File: config.mk
export PLATFORM = sky130hd
export DESIGN_NAME = phys_regfile
export DESIGN_NICKNAME = d
export VERILOG_FILES = /design/src/alu_exec_pkg.sv /design/src/phys_regfile.sv
export SDC_FILE = /design/constraint.sdc
export NUM_CORES = 2
export LEC_CHECK = 0
export ABC_CLOCK_PERIOD_IN_PS = 1800
export BUFFER_PORTS_ARGS = -buffer_cell sky130_fd_sc_hd__buf_2
export CORE_UTILIZATION = 57
export CTS_CLUSTER_SIZE = 24
export DETAILED_ROUTE_END_ITERATION = 10
export PLACE_DENSITY = 0.8
export SYNTH_ARGS = -nofsm -noshare
export SYNTH_HDL_FRONTEND = slang
export SYNTH_SLANG_ARGS = --single-unit
File: constraint.sdc
create_clock -name i_clk -period 1.8 [get_ports i_clk]
set_input_delay 0.09 -clock i_clk [delete_from_list [all_inputs] [get_ports i_clk]]
set_output_delay 0.09 -clock i_clk [all_outputs]
set_load 0.02 [all_outputs]
File: src/alu_exec_pkg.sv
`default_nettype none

package alu_exec_pkg;

  localparam int XLEN  = 32;
  localparam int REG_W = 5;
  localparam int TAG_W = 4;

  typedef enum logic [4:0] {
    OP_NONE,
    OP_LUI,
    OP_AUIPC,
    OP_ADD,
    OP_SUB,
    OP_XOR,
    OP_OR,
    OP_AND,
    OP_SLL,
    OP_SRL,
    OP_SRA,
    OP_SLT,
    OP_SLTU,
    OP_MUL,
    OP_MULH,
    OP_MULHSU,
    OP_MULHU,
    OP_DIV,
    OP_DIVU,
    OP_REM,
    OP_REMU
  } alu_op_t;

  // Source of the second operand
  typedef enum logic [1:0] {
    IMM_NONE,
    IMM_I,
    IMM_SH
  } imm_kind_t;

  typedef struct packed {
    logic             valid;
    logic [31:0]      inst;
    logic [31:0]      pc;
    logic             rs1_valid;
    logic [REG_W-1:0] rs1;
    logic             rs2_valid;
    logic [REG_W-1:0] rs2;
    logic             rd_valid;
    logic [REG_W-1:0] rd;
    logic [TAG_W-1:0] tag;
  } issue_t;

  typedef struct packed {
    logic             valid;
    logic [REG_W-1:0] rd;
    logic [XLEN-1:0]  data;
  } wb_t;

endpackage

`default_nettype wire
File: src/phys_regfile.sv
`timescale 1ns/1ps
`default_nettype none

module phys_regfile
  import alu_exec_pkg::*;
(
  input  logic             i_clk,
  input  logic             i_reset_n,
  input  logic [REG_W-1:0] i_rs1_addr,
  input  logic [REG_W-1:0] i_rs2_addr,
  output logic [XLEN-1:0]  o_rs1_data,
  output logic [XLEN-1:0]  o_rs2_data,
  input  wb_t              i_wb
);

  localparam int NREG = 2 ** REG_W;

  logic [XLEN-1:0] r_regs [1:NREG-1]; // x0 has no storage

  always_ff @(posedge i_clk or negedge i_reset_n) begin
    if (!i_reset_n) begin
      for (int i = 1; i < NREG; i++) begin
        r_regs[i] <= '0;
      end
    end else if (i_wb.valid && i_wb.rd != '0) begin
      r_regs[i_wb.rd] <= i_wb.data;
    end
  end

  // Same-cycle write goes straight through
  assign o_rs1_data = (i_rs1_addr == '0)                         ? '0 :
                      (i_wb.valid && i_wb.rd == i_rs1_addr)     ? i_wb.data :
                                                                  r_regs[i_rs1_addr];
  assign o_rs2_data = (i_rs2_addr == '0)                         ? '0 :
                      (i_wb.valid && i_wb.rd == i_rs2_addr)     ? i_wb.data :
                                                                  r_regs[i_rs2_addr];

endmodule

`default_nettype wire

==> results.md <==
* Capture instance of the worst register-to-register path: r_regs[578]$_DFFE_PN0P_
* Iteration-0 DRC count of the detailed router at 5773
* Kind of end point of the critical path: primary output
* Total routed wirelength at 198000 µm
* Biggest registers after layout: r_regs (992)
* Hold Path Cell Cnt at 3
* YS warnings at 0
* Row cnt at 112
* Die Y-Extent at 309 µm
* Fin util at 73.5%
* Quantity of I/O buffers inserted on ports at 113
* Number of fillers in the final layout at 5247
* Most frequent cells after synthesis: mux2_2, dfrtp_1, mux4_2, clkbuf_1, nor2_1
* Vias in the first global route at 43555
* Core ar. at 93300 µm²
* Max Slew Vio Count at 0
* Hold Vio Cnt, Final at 0
* Synthesized netlist cell count at 3632
* Wire length of the first global-routing pass at 288000 µm
* Share of the synthesized area in the top cell type at 46.3%
* Max FFs per register at 992
* Fin crit share at 157%
* Sequential share of the synthesized area at 46.3%
* Top FF cell, synth: dfrtp_1
* RSZ-0062 raised after global routing: true
* Setup slack of the worst register-to-register path at 0.74 ns
* Critical path endpoint: o_rs2_data[23]
* Startpoint type of the worst setup path: register
* TritonCTS sink count at 992
* Final net count at 4417
* Failing checks: setup timing
* Library cell occupying the most area in the post-synthesis netlist: dfrtp_1
* Worst min-delay path class: input pin to register
* Gr ovfl total at 0
* Via count at 41406
* Achievable Freq at 353 MHz
* Skew-Pair Late Insertion Delay at 0.70 ns
* CTS Root Buffer Type: clkbuf_16
* Result of the run: complete, but fails checks
* Max FO, Critical Path at 2
* Most frequent CP cell: buf_4
* Transition time at the pin with the least slew margin at 0.678 ns
* Post-synthesis register bit count at 992
* DRC errors left at 0
* Total Die Area at 95400 µm²
* Timing startpoint of the critical path: r_regs[535]$_DFFE_PN0P_
* Skew final at 0 ns
* Clock-pin slew reported for the worst setup and hold paths after clock tree synthesis at 0.06 ns
* Time the final worst path needs with I/O delays and setup at 2.83 ns
* Count of buffering cells on the critical path with inverters included at 3
* Width of the chip at 309 µm
* Cells along the critical path: buf_6 > mux4_2 > a22o_1 > a221o_1 > a211oi_2 > buf_4 > nor3_2 > buf_4
* Vias per Instance at 7.25
* Distinct cells, synth at 60
* Setup slack of the critical path after layout at -1.03 ns
* Number of flops mapped to enable cells by yosys at 0
* Clock tree from TritonCTS: done
* Max-cap check violation count at 0
* Type of the worst setup path: register to primary output
* Critical path depth at 8
* Total track usage at 41.8%
* Layout area overhead at 27.8%
* Worst path top cell family by delay: compound AO/OA/AOI/OAI gates
* Cell with the most instances after synthesis: mux2_2
* Buffer levels on the longest clock path at 3
* Largest cells by area after synthesis: dfrtp_1, mux2_2, mux4_2
* Worst path max stage delay at 0.45 ns
* Synthesized net count at 3682
* Number of clock buffers inserted by TritonCTS at 105
* Largest Register: r_regs
* # setup viols final at 64
* Critical path's slowest cell: mux4_2
* R2R Path Start: r_regs[578]$_DFFE_PN0P_
* Worst reg2reg path depth at 3
* Top-level port count at 114
* HPWL reported at the end of detailed placement at 125000 µm
* Average wire per standard cell at 34.7 µm
* Data required time at the worst endpoint at 1.71 ns
* Data arrival time of the critical path at 2.74 ns
* Number of nets with antenna violations after detailed routing at 0
* Antenna violations before repair at 3
* Initial Utilization at 57.5%
* Max H-tree Level at 3
* Count of TritonRoute iterations in the first routing pass at 6
* Area of the mapped netlist at 53700 µm²
* Total power at 72.2 mW
* Final GP Congestion at 0.937
* Mean instance size in the synthesized netlist at 14.8 µm²
* Leakage power at 30.5 nW
* Share of layout cells above drive strength 1 at 65.4%
* Peak supply drop at 0.00106 V
* Async set-or-reset flop fraction in the synthesized netlist at 100%
* Largest net degree at the start of global routing at 82
* Tightest slew margin relative to the limit at 54.7%
* Power density over the cells at 1050 nW/µm²
where the power goes:
part           internal (mW)  switching, mW  total, mW
clock network           13.3           9.66       23.0
registers               26.7           3.45       30.1
logic                   11.4           7.71       19.1
per-stage QoR:
stage / hold slack (ns) / setup slack, ns / cells / cell area (µm²) / setup TNS (ns)
floorplan: -0.206 / -0.0279 / 3632 / 54300 / -0.420
global placement: 0.0216 / -0.700 / 5438 / 63100 / -84.91
detailed placement: 0.0210 / -0.696 / 5438 / 63100 / -90.29
CTS: 0.0235 / -1.02 / 5691 / 68300 / -52.00
global route: 0.0680 / -1.06 / 5706 / 68600 / -54.95
finish: 0.0477 / -1.03 / 5709 / 68600 / -52.99
routing by layer:
metal	part of all wire [%]	vias up	GRT usage [%]	wire length [µm]
li1	-	15650	-	-
met3	13	1106	13.6	25800
met2	44	3374	61.3	86400
met5	0.0066	-	0	13
met4	8.9	2	30.4	17600
met1	34	21274	52.4	68300
tightest hold or removal path, delay by kind of cell:
kind	cells	cell delay (ns)
buffers and inverters	2	0.40
multiplexers	1	0.22
worst min-delay path by stage:
stage                         start                 endpoint  slack (ns)
after floorplan           i_reset_n    r_regs[0]$_DFFE_PN0P_       -0.21
after global placement    i_reset_n  r_regs[331]$_DFFE_PN0P_        0.02
after detailed placement  i_reset_n  r_regs[331]$_DFFE_PN0P_        0.02
after CTS                  i_wb[13]  r_regs[685]$_DFFE_PN0P_        0.02
after global routing       i_wb[29]  r_regs[989]$_DFFE_PN0P_        0.07
final                      i_wb[29]  r_regs[989]$_DFFE_PN0P_        0.05
what timing repair did:
action,in CTS,in global routing
endpoints found under the setup margin,64,87
gates resized for setup,234,44
endpoints found under the hold margin,1254,23
setup buffers,48,23
pin swaps,124,34
hold buffers,23,1
cell families after synthesis:
kind of cell           synth area share (%)
buffers and inverters                  3.57
multiplexers                           42.2
XOR/XNOR                              0.163
AO/OA/AOI/OAI                          5.17
AND/OR/NAND/NOR                        2.67
flip-flops                             46.3
cells in the final DEF, fill, tap and decap left out, types with 7 or more instances in the layout:
master         instances
mux2_2              1062
dfrtp_1              992
buf_4                724
mux4_2               430
buf_12               173
clkbuf_16            106
nor2_1                82
mux2i_1               65
buf_6                 55
nand2_1               52
a221oi_1              47
a211oi_2              47
buf_2                 47
a221o_1               44
nor3_1                36
a22o_1                34
o22ai_1               26
clkbuf_8              26
mux2_4                24
dlygate4sd3_1         23
nor3_2                21
clkbuf_1              21
nor2_4                18
a221oi_2              17
nand2_2               15
nor2b_1               14
nor3_4                13
clkinv_2              13
bufinv_16             10
a21o_1                 9
o21bai_1               9
o41ai_4                9
a22oi_1                8
a211oi_4               8
a211oi_1               7
area by class of cell:
| type | instances | area, µm² | share of cell area (%) |
|---|---|---|---|
| antenna | 3 | 7.51 | 0.0109 |
| clock buffer | 153 | 3090 | 4.50 |
| clock inverter | 39 | 519 | 0.757 |
| inverter | 2 | 7.51 | 0.0109 |
| multi-input combinational | 2239 | 28500 | 41.6 |
| sequential | 992 | 24800 | 36.2 |
| tap | 1254 | 1570 | 2.29 |
| timing repair buffer | 1027 | 10100 | 14.7 |
(Power assumes the default switching activity.)
