$ cat src/alu_exec_pkg.sv
`default_nettype none

package alu_exec_pkg;

  localparam int XLEN  = 32;
  localparam int REG_W = 5;
  localparam int TAG_W = 4;

  typedef enum logic [4:0] {
    OP_NONE,
    OP_LUI,
    OP_AUIPC,
    OP_ADD,
    OP_SUB,
    OP_XOR,
    OP_OR,
    OP_AND,
    OP_SLL,
    OP_SRL,
    OP_SRA,
    OP_SLT,
    OP_SLTU,
    OP_MUL,
    OP_MULH,
    OP_MULHSU,
    OP_MULHU,
    OP_DIV,
    OP_DIVU,
    OP_REM,
    OP_REMU
  } alu_op_t;

  // Source of the second operand
  typedef enum logic [1:0] {
    IMM_NONE,
    IMM_I,
    IMM_SH
  } imm_kind_t;

  typedef struct packed {
    logic             valid;
    logic [31:0]      inst;
    logic [31:0]      pc;
    logic             rs1_valid;
    logic [REG_W-1:0] rs1;
    logic             rs2_valid;
    logic [REG_W-1:0] rs2;
    logic             rd_valid;
    logic [REG_W-1:0] rd;
    logic [TAG_W-1:0] tag;
  } issue_t;

  typedef struct packed {
    logic             valid;
    logic [REG_W-1:0] rd;
    logic [XLEN-1:0]  data;
  } wb_t;

endpackage

`default_nettype wire
$ cat src/alu_pipe.sv
`timescale 1ns/1ps
`default_nettype none

module alu_pipe
  import alu_exec_pkg::*;
#(
  parameter int MUL_UNROLL = 8
) (
  input  logic             i_clk,
  input  logic             i_reset_n,
  input  issue_t           i_issue,
  output logic [REG_W-1:0] o_rs1_addr,
  output logic [REG_W-1:0] o_rs2_addr,
  input  logic [XLEN-1:0]  i_rs1_data,
  input  logic [XLEN-1:0]  i_rs2_data,
  output wb_t              o_wb,
  output logic             o_done,
  output logic [TAG_W-1:0] o_done_tag,
  output logic             o_stall
);

  localparam int SHAMT_W = $clog2(XLEN);

  function automatic logic is_muldiv(input alu_op_t op);
    return op inside {OP_MUL, OP_MULH, OP_MULHSU, OP_MULHU,
                      OP_DIV, OP_DIVU, OP_REM, OP_REMU};
  endfunction

  alu_op_t          w_ex0_op;
  imm_kind_t        w_ex0_imm;

  issue_t           r_ex1_issue;
  alu_op_t          r_ex1_op;
  imm_kind_t        r_ex1_imm;
  logic             w_ex1_muldiv;
  logic [XLEN-1:0]  w_ex1_rs1;
  logic [XLEN-1:0]  w_ex1_rs2;

  issue_t           r_ex2_issue;
  alu_op_t          r_ex2_op;
  imm_kind_t        r_ex2_imm;
  logic             r_ex2_muldiv;
  logic [XLEN-1:0]  r_ex2_rs1_data;
  logic [XLEN-1:0]  r_ex2_rs2_data;
  logic             w_ex2_rs1_fwd;
  logic             w_ex2_rs2_fwd;
  logic [XLEN-1:0]  w_ex2_rs1;
  logic [XLEN-1:0]  w_ex2_rs2;
  logic [XLEN-1:0]  w_ex2_upper;
  logic [XLEN-1:0]  w_ex2_result;

  logic             r_ex3_alu_valid;
  logic             r_ex3_wr;
  logic [REG_W-1:0] r_ex3_rd;
  logic [TAG_W-1:0] r_ex3_tag;
  logic [XLEN-1:0]  r_ex3_result;

  logic             w_md_busy;
  logic             w_md_valid;
  logic [XLEN-1:0]  w_md_res;
  logic [REG_W-1:0] w_md_rd;
  logic [TAG_W-1:0] w_md_tag;

  // --------------------------------------------------
  // EX0
  // --------------------------------------------------
  alu_decoder u_decoder (
    .i_inst (i_issue.inst),
    .o_op   (w_ex0_op),
    .o_imm  (w_ex0_imm)
  );

  always_ff @(posedge i_clk or negedge i_reset_n) begin
    if (!i_reset_n) begin
      r_ex1_issue <= '0;
      r_ex1_op    <= OP_NONE;
      r_ex1_imm   <= IMM_NONE;
    end else begin
      r_ex1_issue <= i_issue;
      r_ex1_op    <= w_ex0_op;
      r_ex1_imm   <= w_ex0_imm;
    end
  end

  // --------------------------------------------------
  // EX1 register read
  // --------------------------------------------------
  assign o_rs1_addr   = r_ex1_issue.rs1;
  assign o_rs2_addr   = r_ex1_issue.rs2;
  assign w_ex1_muldiv = r_ex1_issue.valid & is_muldiv(r_ex1_op);

  assign w_ex1_rs1 = r_ex1_issue.rs1_valid ? i_rs1_data : '0;

  always_comb begin
    case (r_ex1_imm)
      IMM_I:   w_ex1_rs2 = {{(XLEN-12){r_ex1_issue.inst[31]}}, r_ex1_issue.inst[31:20]};
      IMM_SH:  w_ex1_rs2 = {{(XLEN-SHAMT_W){1'b0}}, r_ex1_issue.inst[20 +: SHAMT_W]};
      default: w_ex1_rs2 = r_ex1_issue.rs2_valid ? i_rs2_data : '0;
    endcase
  end

  always_ff @(posedge i_clk or negedge i_reset_n) begin
    if (!i_reset_n) begin
      r_ex2_issue  <= '0;
      r_ex2_op     <= OP_NONE;
      r_ex2_imm    <= IMM_NONE;
      r_ex2_muldiv <= 1'b0;
    end else begin
      r_ex2_issue  <= r_ex1_issue;
      r_ex2_op     <= r_ex1_op;
      r_ex2_imm    <= r_ex1_imm;
      r_ex2_muldiv <= w_ex1_muldiv;
    end
  end

  always_ff @(posedge i_clk) begin
    r_ex2_rs1_data <= w_ex1_rs1;
    r_ex2_rs2_data <= w_ex1_rs2;
  end

  // --------------------------------------------------
  // EX2 forwarding and execute
  // --------------------------------------------------
  assign w_ex2_rs1_fwd = o_wb.valid & r_ex2_issue.rs1_valid &
                         (r_ex2_issue.rs1 == o_wb.rd) & (r_ex2_issue.rs1 != '0);
  assign w_ex2_rs2_fwd = o_wb.valid & r_ex2_issue.rs2_valid & (r_ex2_imm == IMM_NONE) &
                         (r_ex2_issue.rs2 == o_wb.rd) & (r_ex2_issue.rs2 != '0);

  assign w_ex2_rs1   = w_ex2_rs1_fwd ? o_wb.data : r_ex2_rs1_data;
  assign w_ex2_rs2   = w_ex2_rs2_fwd ? o_wb.data : r_ex2_rs2_data;
  assign w_ex2_upper = {r_ex2_issue.inst[31:12], 12'h000};

  always_comb begin
    case (r_ex2_op)
      OP_LUI:   w_ex2_result = w_ex2_upper;
      OP_AUIPC: w_ex2_result = r_ex2_issue.pc + w_ex2_upper;
      OP_ADD:   w_ex2_result = w_ex2_rs1 + w_ex2_rs2;
      OP_SUB:   w_ex2_result = w_ex2_rs1 - w_ex2_rs2;
      OP_XOR:   w_ex2_result = w_ex2_rs1 ^ w_ex2_rs2;
      OP_OR:    w_ex2_result = w_ex2_rs1 | w_ex2_rs2;
      OP_AND:   w_ex2_result = w_ex2_rs1 & w_ex2_rs2;
      OP_SLL:   w_ex2_result = w_ex2_rs1 << w_ex2_rs2[SHAMT_W-1:0];
      OP_SRL:   w_ex2_result = w_ex2_rs1 >> w_ex2_rs2[SHAMT_W-1:0];
      OP_SRA:   w_ex2_result = $signed(w_ex2_rs1) >>> w_ex2_rs2[SHAMT_W-1:0];
      OP_SLT:   w_ex2_result = {{(XLEN-1){1'b0}}, $signed(w_ex2_rs1) < $signed(w_ex2_rs2)};
      OP_SLTU:  w_ex2_result = {{(XLEN-1){1'b0}}, w_ex2_rs1 < w_ex2_rs2};
      default:  w_ex2_result = '0;
    endcase
  end

  always_ff @(posedge i_clk or negedge i_reset_n) begin
    if (!i_reset_n) begin
      r_ex3_alu_valid <= 1'b0;
      r_ex3_wr        <= 1'b0;
    end else begin
      r_ex3_alu_valid <= r_ex2_issue.valid & ~r_ex2_muldiv;
      r_ex3_wr        <= r_ex2_issue.valid & ~r_ex2_muldiv & r_ex2_issue.rd_valid;
    end
  end

  always_ff @(posedge i_clk) begin
    r_ex3_rd     <= r_ex2_issue.rd;
    r_ex3_tag    <= r_ex2_issue.tag;
    r_ex3_result <= w_ex2_result;
  end

  // --------------------------------------------------
  // Muldiv and write-back merge
  // --------------------------------------------------
  muldiv_unit #(
    .MUL_UNROLL (MUL_UNROLL)
  ) u_muldiv (
    .i_clk     (i_clk),
    .i_reset_n (i_reset_n),
    .i_start   (r_ex2_muldiv),
    .i_op      (r_ex2_op),
    .i_rd      (r_ex2_issue.rd_valid ? r_ex2_issue.rd : '0),
    .i_tag     (r_ex2_issue.tag),
    .i_rs1     (w_ex2_rs1),
    .i_rs2     (w_ex2_rs2),
    .o_busy    (w_md_busy),
    .o_valid   (w_md_valid),
    .o_res     (w_md_res),
    .o_rd      (w_md_rd),
    .o_tag     (w_md_tag)
  );

  assign o_stall = w_ex1_muldiv | r_ex2_muldiv | w_md_busy;

  always_comb begin
    if (w_md_valid) begin // muldiv owns the bus this cycle
      o_wb.valid = (w_md_rd != '0);
      o_wb.rd    = w_md_rd;
      o_wb.data  = w_md_res;
      o_done_tag = w_md_tag;
    end else begin
      o_wb.valid = r_ex3_wr;
      o_wb.rd    = r_ex3_rd;
      o_wb.data  = r_ex3_result;
      o_done_tag = r_ex3_tag;
    end
  end

  assign o_done = w_md_valid | r_ex3_alu_valid;

  a_wb_no_collision: assert property (@(posedge i_clk) disable iff (!i_reset_n)
    !(w_md_valid && r_ex3_alu_valid))
    else $error("ALU and muldiv results reached write-back together");

  a_no_issue_in_stall: assert property (@(posedge i_clk) disable iff (!i_reset_n)
    !(i_issue.valid && o_stall))
    else $error("Valid issue presented while o_stall is high");

endmodule

`default_nettype wire

$ cat src/muldiv_unit.sv
`timescale 1ns/1ps
`default_nettype none

module muldiv_unit
  import alu_exec_pkg::*;
#(
  parameter int MUL_UNROLL = 8
) (
  input  logic             i_clk,
  input  logic             i_reset_n,
  input  logic             i_start,
  input  alu_op_t          i_op,
  input  logic [REG_W-1:0] i_rd,
  input  logic [TAG_W-1:0] i_tag,
  input  logic [XLEN-1:0]  i_rs1,
  input  logic [XLEN-1:0]  i_rs2,
  output logic             o_busy,
  output logic             o_valid,
  output logic [XLEN-1:0]  o_res,
  output logic [REG_W-1:0] o_rd,
  output logic [TAG_W-1:0] o_tag
);

  localparam int CNT_W     = $clog2(XLEN);
  localparam int MUL_STEPS = XLEN / MUL_UNROLL;

  typedef enum logic [1:0] {IDLE, MUL, DIV, DONE} state_t;

  state_t            r_state;
  logic [CNT_W-1:0]  r_cnt;
  alu_op_t           r_op;
  logic [REG_W-1:0]  r_rd;
  logic [TAG_W-1:0]  r_tag;
  logic              r_neg;
  logic              r_div_zero;
  logic [XLEN-1:0]   r_dividend;
  logic [2*XLEN-1:0] r_acc;
  logic [2*XLEN-1:0] r_mcand;
  logic [XLEN-1:0]   r_mplier;
  logic [XLEN-1:0]   r_rem;
  logic [XLEN-1:0]   r_quo;
  logic [XLEN-1:0]   r_divisor;

  logic              w_is_div;
  logic              w_a_neg;
  logic              w_b_neg;
  logic [XLEN-1:0]   w_a_abs;
  logic [XLEN-1:0]   w_b_abs;
  logic [2*XLEN-1:0] w_mul_sum;
  logic [XLEN:0]     w_trial;
  logic [2*XLEN-1:0] w_prod;
  logic [XLEN-1:0]   w_quo;
  logic [XLEN-1:0]   w_rem;

  // Operand magnitudes at start
  assign w_is_div = i_op inside {OP_DIV, OP_DIVU, OP_REM, OP_REMU};
  assign w_a_neg  = i_rs1[XLEN-1] & (i_op inside {OP_MUL, OP_MULH, OP_MULHSU, OP_DIV, OP_REM});
  assign w_b_neg  = i_rs2[XLEN-1] & (i_op inside {OP_MUL, OP_MULH, OP_DIV, OP_REM});
  assign w_a_abs  = w_a_neg ? -i_rs1 : i_rs1;
  assign w_b_abs  = w_b_neg ? -i_rs2 : i_rs2;

  always_comb begin
    w_mul_sum = r_acc;
    for (int i = 0; i < MUL_UNROLL; i++) begin
      if (r_mplier[i]) begin
        w_mul_sum = w_mul_sum + (r_mcand << i);
      end
    end
  end

  assign w_trial = {r_rem, r_quo[XLEN-1]} - {1'b0, r_divisor};

  always_ff @(posedge i_clk or negedge i_reset_n) begin
    if (!i_reset_n) begin
      r_state <= IDLE;
      r_cnt   <= '0;
    end else begin
      case (r_state)
        IDLE: if (i_start) begin
          r_state <= w_is_div ? DIV : MUL;
          r_cnt   <= w_is_div ? CNT_W'(XLEN - 1) : CNT_W'(MUL_STEPS - 1);
        end
        MUL, DIV: begin
          r_cnt <= r_cnt - 1'b1;
          if (r_cnt == '0) begin
            r_state <= DONE;
          end
        end
        default: r_state <= IDLE;
      endcase
    end
  end

  always_ff @(posedge i_clk) begin
    if (r_state == IDLE && i_start) begin
      r_op       <= i_op;
      r_rd       <= i_rd;
      r_tag      <= i_tag;
      r_neg      <= (i_op inside {OP_REM, OP_REMU}) ? w_a_neg : (w_a_neg ^ w_b_neg);
      r_div_zero <= w_is_div & (i_rs2 == '0);
      r_dividend <= i_rs1;
      r_acc      <= '0;
      r_mcand    <= {{XLEN{1'b0}}, w_a_abs};
      r_mplier   <= w_b_abs;
      r_rem      <= '0;
      r_quo      <= w_a_abs;
      r_divisor  <= w_b_abs;
    end else if (r_state == MUL) begin
      r_acc    <= w_mul_sum;
      r_mcand  <= r_mcand << MUL_UNROLL;
      r_mplier <= r_mplier >> MUL_UNROLL;
    end else if (r_state == DIV) begin
      if (!w_trial[XLEN]) begin // trial subtract fits
        r_rem <= w_trial[XLEN-1:0];
        r_quo <= {r_quo[XLEN-2:0], 1'b1};
      end else begin
        r_rem <= {r_rem[XLEN-2:0], r_quo[XLEN-1]};
        r_quo <= {r_quo[XLEN-2:0], 1'b0};
      end
    end
  end

  // Sign fix-up on the way out
  assign w_prod = r_neg ? -r_acc : r_acc;
  assign w_quo  = r_neg ? -r_quo : r_quo;
  assign w_rem  = r_neg ? -r_rem : r_rem;

  always_comb begin
    case (r_op)
      OP_MUL:                       o_res = w_prod[XLEN-1:0];
      OP_MULH, OP_MULHSU, OP_MULHU: o_res = w_prod[2*XLEN-1:XLEN];
      OP_DIV, OP_DIVU:              o_res = r_div_zero ? '1 : w_quo;
      default:                      o_res = r_div_zero ? r_dividend : w_rem;
    endcase
  end

  assign o_busy  = (r_state != IDLE);
  assign o_valid = (r_state == DONE);
  assign o_rd    = r_rd;
  assign o_tag   = r_tag;

  a_start_when_idle: assert property (@(posedge i_clk) disable iff (!i_reset_n)
    !(i_start && o_busy))
    else $error("Muldiv start while unit busy");

endmodule

`default_nettype wire

$ cat src/alu_decoder.sv
`timescale 1ns/1ps
`default_nettype none

module alu_decoder
  import alu_exec_pkg::*;
(
  input  logic [31:0] i_inst,
  output alu_op_t     o_op,
  output imm_kind_t   o_imm
);

  localparam logic [6:0] MAJ_OP     = 7'b0110011;
  localparam logic [6:0] MAJ_OP_IMM = 7'b0010011;
  localparam logic [6:0] MAJ_LUI    = 7'b0110111;
  localparam logic [6:0] MAJ_AUIPC  = 7'b0010111;

  logic [2:0] w_funct3;
  logic [6:0] w_funct7;

  assign w_funct3 = i_inst[14:12];
  assign w_funct7 = i_inst[31:25];

  always_comb begin
    o_op  = OP_NONE;
    o_imm = IMM_NONE;
    case (i_inst[6:0])
      MAJ_LUI:   o_op = OP_LUI;
      MAJ_AUIPC: o_op = OP_AUIPC;
      MAJ_OP_IMM: begin
        o_imm = IMM_I;
        case (w_funct3)
          3'b000: o_op = OP_ADD;
          3'b010: o_op = OP_SLT;
          3'b011: o_op = OP_SLTU;
          3'b100: o_op = OP_XOR;
          3'b110: o_op = OP_OR;
          3'b111: o_op = OP_AND;
          3'b001: begin
            o_imm = IMM_SH;
            o_op  = (w_funct7 == 7'b0000000) ? OP_SLL : OP_NONE;
          end
          default: begin // 3'b101, SRLI / SRAI
            o_imm = IMM_SH;
            o_op  = (w_funct7 == 7'b0000000) ? OP_SRL :
                    (w_funct7 == 7'b0100000) ? OP_SRA : OP_NONE;
          end
        endcase
        if (o_op == OP_NONE) begin
          o_imm = IMM_NONE;
        end
      end
      MAJ_OP: begin
        case (w_funct7)
          7'b0000000: begin
            case (w_funct3)
              3'b000:  o_op = OP_ADD;
              3'b001:  o_op = OP_SLL;
              3'b010:  o_op = OP_SLT;
              3'b011:  o_op = OP_SLTU;
              3'b100:  o_op = OP_XOR;
              3'b101:  o_op = OP_SRL;
              3'b110:  o_op = OP_OR;
              default: o_op = OP_AND;
            endcase
          end
          7'b0100000: begin
            if (w_funct3 == 3'b000) begin
              o_op = OP_SUB;
            end else if (w_funct3 == 3'b101) begin
              o_op = OP_SRA;
            end
          end
          7'b0000001: begin // M extension
            case (w_funct3)
              3'b000:  o_op = OP_MUL;
              3'b001:  o_op = OP_MULH;
              3'b010:  o_op = OP_MULHSU;
              3'b011:  o_op = OP_MULHU;
              3'b100:  o_op = OP_DIV;
              3'b101:  o_op = OP_DIVU;
              3'b110:  o_op = OP_REM;
              default: o_op = OP_REMU;
            endcase
          end
          default: o_op = OP_NONE;
        endcase
      end
      default: o_op = OP_NONE;
    endcase
  end

endmodule

`default_nettype wire

$ cat config.mk
export PLATFORM = sky130hd
export DESIGN_NAME = alu_pipe
export DESIGN_NICKNAME = d
export VERILOG_FILES = /design/src/alu_exec_pkg.sv /design/src/alu_pipe.sv /design/src/muldiv_unit.sv /design/src/alu_decoder.sv
export SDC_FILE = /design/constraint.sdc
export NUM_CORES = 2
export LEC_CHECK = 0
export ABC_AREA = 0
export BUFFER_PORTS_ARGS = -buffer_cell sky130_fd_sc_hd__buf_2
export CORE_MARGIN = 1.5
export CORE_UTILIZATION = 55
export DETAILED_ROUTE_END_ITERATION = 8
export GPL_ROUTABILITY_DRIVEN = 1
export MAX_ROUTING_LAYER = met4
export PLACE_DENSITY = 0.75
export SYNTH_ARGS = -nofsm -noshare
export SYNTH_HDL_FRONTEND = slang
export SYNTH_HIERARCHICAL = 1
export SYNTH_SLANG_ARGS = --single-unit
$ cat constraint.sdc
create_clock -name i_clk -period 17.5 [get_ports i_clk]
set_input_delay 0.875 -clock i_clk [delete_from_list [all_inputs] [get_ports i_clk]]
set_output_delay 0.875 -clock i_clk [all_outputs]
set_load 0.05 [all_outputs]
==> flow_summary.toml <==
[sta]
fin_crit_ps = 17000
finalSetupViolations = 0
holdWs_ps = 233
drv_slew = 7
finClkSkew_ps = 26.7
rsz0062_at_grt = "yes"
slew_headroom_pct = -2.68
fmax_mhz = 58.8
fin_crit_sh_pct = 97.2
tightest_slew_ps = 1530
final_hold_viol_count = 0

[logic_synthesis]
synthTopCellsByArea = "ha_1, edfxtp_1, dfxtp_1"
syn-num-nets = 9685
synth_edf_count = 176
yosys.area_share.xor_xnor_pct = 8.43
synth_cells = 8862
netlist_area_um2 = 69200
synth.avg_cell_area_um2 = 7.81
yosysTopAreaCell = "ha_1"
synth-simple-area-share_pct = 17.2
async_reset_ff_share_pct = 29.8
synth_fa_ha_area_share_pct = 12.2
synth_compound_gate_area_share_pct = 28.6
yosys_warnings = 6
muxShareOfSynthArea_pct = 8.19
synth_seq_cells = 583
synth.top_cell.area_share_pct = 11.9
synth.distinct_cells = 105
ys_seq_area_share_pct = 20.7
synth_top_family_by_area = "compound AO/OA/AOI/OAI gates"
synth_flop_cell = "dfxtp_1"

[route]
met2WireLength_um = 133000
drt_iter0_drc = 7723
viasPerCell = 6.65
drc_errors = 0
wl_met1_um = 110000
wl_per_cell_um = 26.5
dr.pass1.iters = 8
top_layer = "met4"
vias = 74000
drtAntennaViolNets = 0
wl_met3_um = 26200
drt-total-wl_um = 295000

[floorplan]
dieWidth_um = 358
start_util_pct = 55.7
dieArea_um2 = 128000
rows = 129
fp.dieH_um = 358
num_io_pins = 207
core_um2 = 124000

[global_route]
grt_antenna_before_repair = 11
grt_pass1_vias = 70100
overflow = 0
grt_use_total_pct = 45.4
grt_max_degree = 97
grt_first_pass_wirelength_um = 430000

[clock_tree]
cts_tree = "built"
cts_max_path_buffers = 3
clock_sinks = 583
ctsHoldBuffers = 0
htree_levels = 2
clk_latency_ps = 680
path_clk_slew_ps = 70
numCtsBuffers = 59
cts_root_buf = "clkbuf_16"

[placed_design]
hpwlAfterDp_um = 231000
place_congestion = 1.11
io_buffers = 201
dp_cells = 11000

[critical_path]
cpPeakStageDelay_ps = 580
cp-end-kind = "flop"
crit_family = "compound AO/OA/AOI/OAI gates"
crit_path_top_delay_cell = "o31ai_1"
cp.required_ps = 18040
start_kind = "flop"
cp_num_buf_inv = 11
crit_type = "flop to flop"
worstPathMaxFanout = 9
worstPathArrival_ps = 17550

[hold_path]
holdCritPathClass = "primary input to asynchronous set/reset pin"

[final_layout]
final_cell_mix = "nand2_1, a21oi_1, buf_4, nor2_1, ha_1"
layout-drive-gt1-share_pct = 17.9
area_growth_syn_to_layout_pct = 15.3
nNetsFinal = 10300
final_common_cell = "nand2_1"
fin_util_pct = 64.2
final_cells = 11100

[outcome]
violations = "capacitance limit, slew limit"
outcome = "complete, but fails checks"

[job]
drv_cap = 1
sequential cells by signal (all words and copies together) (netlist names), 4 cells and up:
name	flops
u_muldiv/r_mplier	32
r_ex3_rd	5
r_ex2_issue	75
u_muldiv/r_rem	32
u_muldiv/r_dividend	32
o_rs1_addr	5
r_ex2_op	5
r_ex1_issue	65
u_muldiv/o_tag	4
r_ex3_tag	4
u_muldiv/r_mcand	64
r_ex3_result	32
r_ex2_rs1_data	32
u_muldiv/r_cnt	5
o_rs2_addr	5
r_ex1_op	5
u_muldiv/r_quo	32
u_muldiv/r_op	5
u_muldiv/o_rd	5
u_muldiv/r_divisor	32
r_ex2_rs2_data	32
u_muldiv/r_acc	64
cells in the mapped netlist (all sizes together) (129+ instances only):
cell type	count
a21o	393
a21oi	825
clkbuf	372
dfrtp	174
dfxtp	233
edfxtp	176
ha	658
inv	369
mux2	269
mux2i	260
nand2	852
nand3	158
nor2	690
nor3	143
o21a	129
o21ai	643
o21bai	130
xnor2	366
xor2	295
metal layers:
layer | global-route usage (%) | vias to the layer above
met5 | - | -
met4 | 31.3 | 0
met3 | 6.26 | 1043
met2 | 72.5 | 4106
met1 | 53.0 | 35000
li1 | - | 33900
area by class of cell:
class,instances,area (um2)
clock inverter,27,290
antenna,10,25.0
fill,10800,44500
timing repair buffer,968,6790
multi-input combinational,7450,53200
tap,1637,2050
sequential,583,14300
clock buffer,82,1750
inverter,371,1400
cells by family (layout without fill, tap and decap cells):
kind of cell | Yosys count | after routing
adder cells (fa/ha/maj) | 670 | 670
AO/OA/AOI/OAI | 3051 | 3051
buffers and inverters | 829 | 1448
AND/OR/NAND/NOR | 2537 | 2537
multiplexers | 529 | 529
XOR/XNOR | 663 | 663
flip-flops | 583 | 583
other | 0 | 10
worst paths after layout:
| kind | start | endpoint | slack (ps) | cells past startpoint |
|---|---|---|---|---|
| min reg2reg | r_ex1_issue[24] | r_ex2_issue[24] | 330 | 0 |
| min in group i_clk | i_issue[70] | r_ex1_issue[70] | 320 | 1 |
| min | i_reset_n | r_ex1_issue[81] | 230 | 1 |
| max reg2reg | u_muldiv/r_acc[0] | u_muldiv/r_acc[63] | 500 | 75 |
| max | u_muldiv/r_acc[0] | u_muldiv/r_acc[63] | 500 | 75 |
| max in group asynchronous | i_reset_n | r_ex1_issue[2] | 15810 | 2 |
per-stage QoR:
step / setup WS (ps) / setup TNS [ps] / area, um2
4_1_cts: 8.75 / 0 / 78300
3_3_place_gp: -1160 / -4500 / 76100
2_1_floorplan: 770 / 0 / 69200
6_report: 497 / 0 / 79800
5_1_grt: -269 / -680 / 79800
3_5_place_dp: -1150 / -4340 / 76100
timing repair:
action / in CTS / in global routing
setup buffers: 5 / 28
resized for setup: 42 / 312
setup endpoints to repair: 8 / 23
pin swaps: 9 / 70
Power is not shown: default switching activity piles up to over one toggle a cycle in this logic, so the estimate is an artifact.
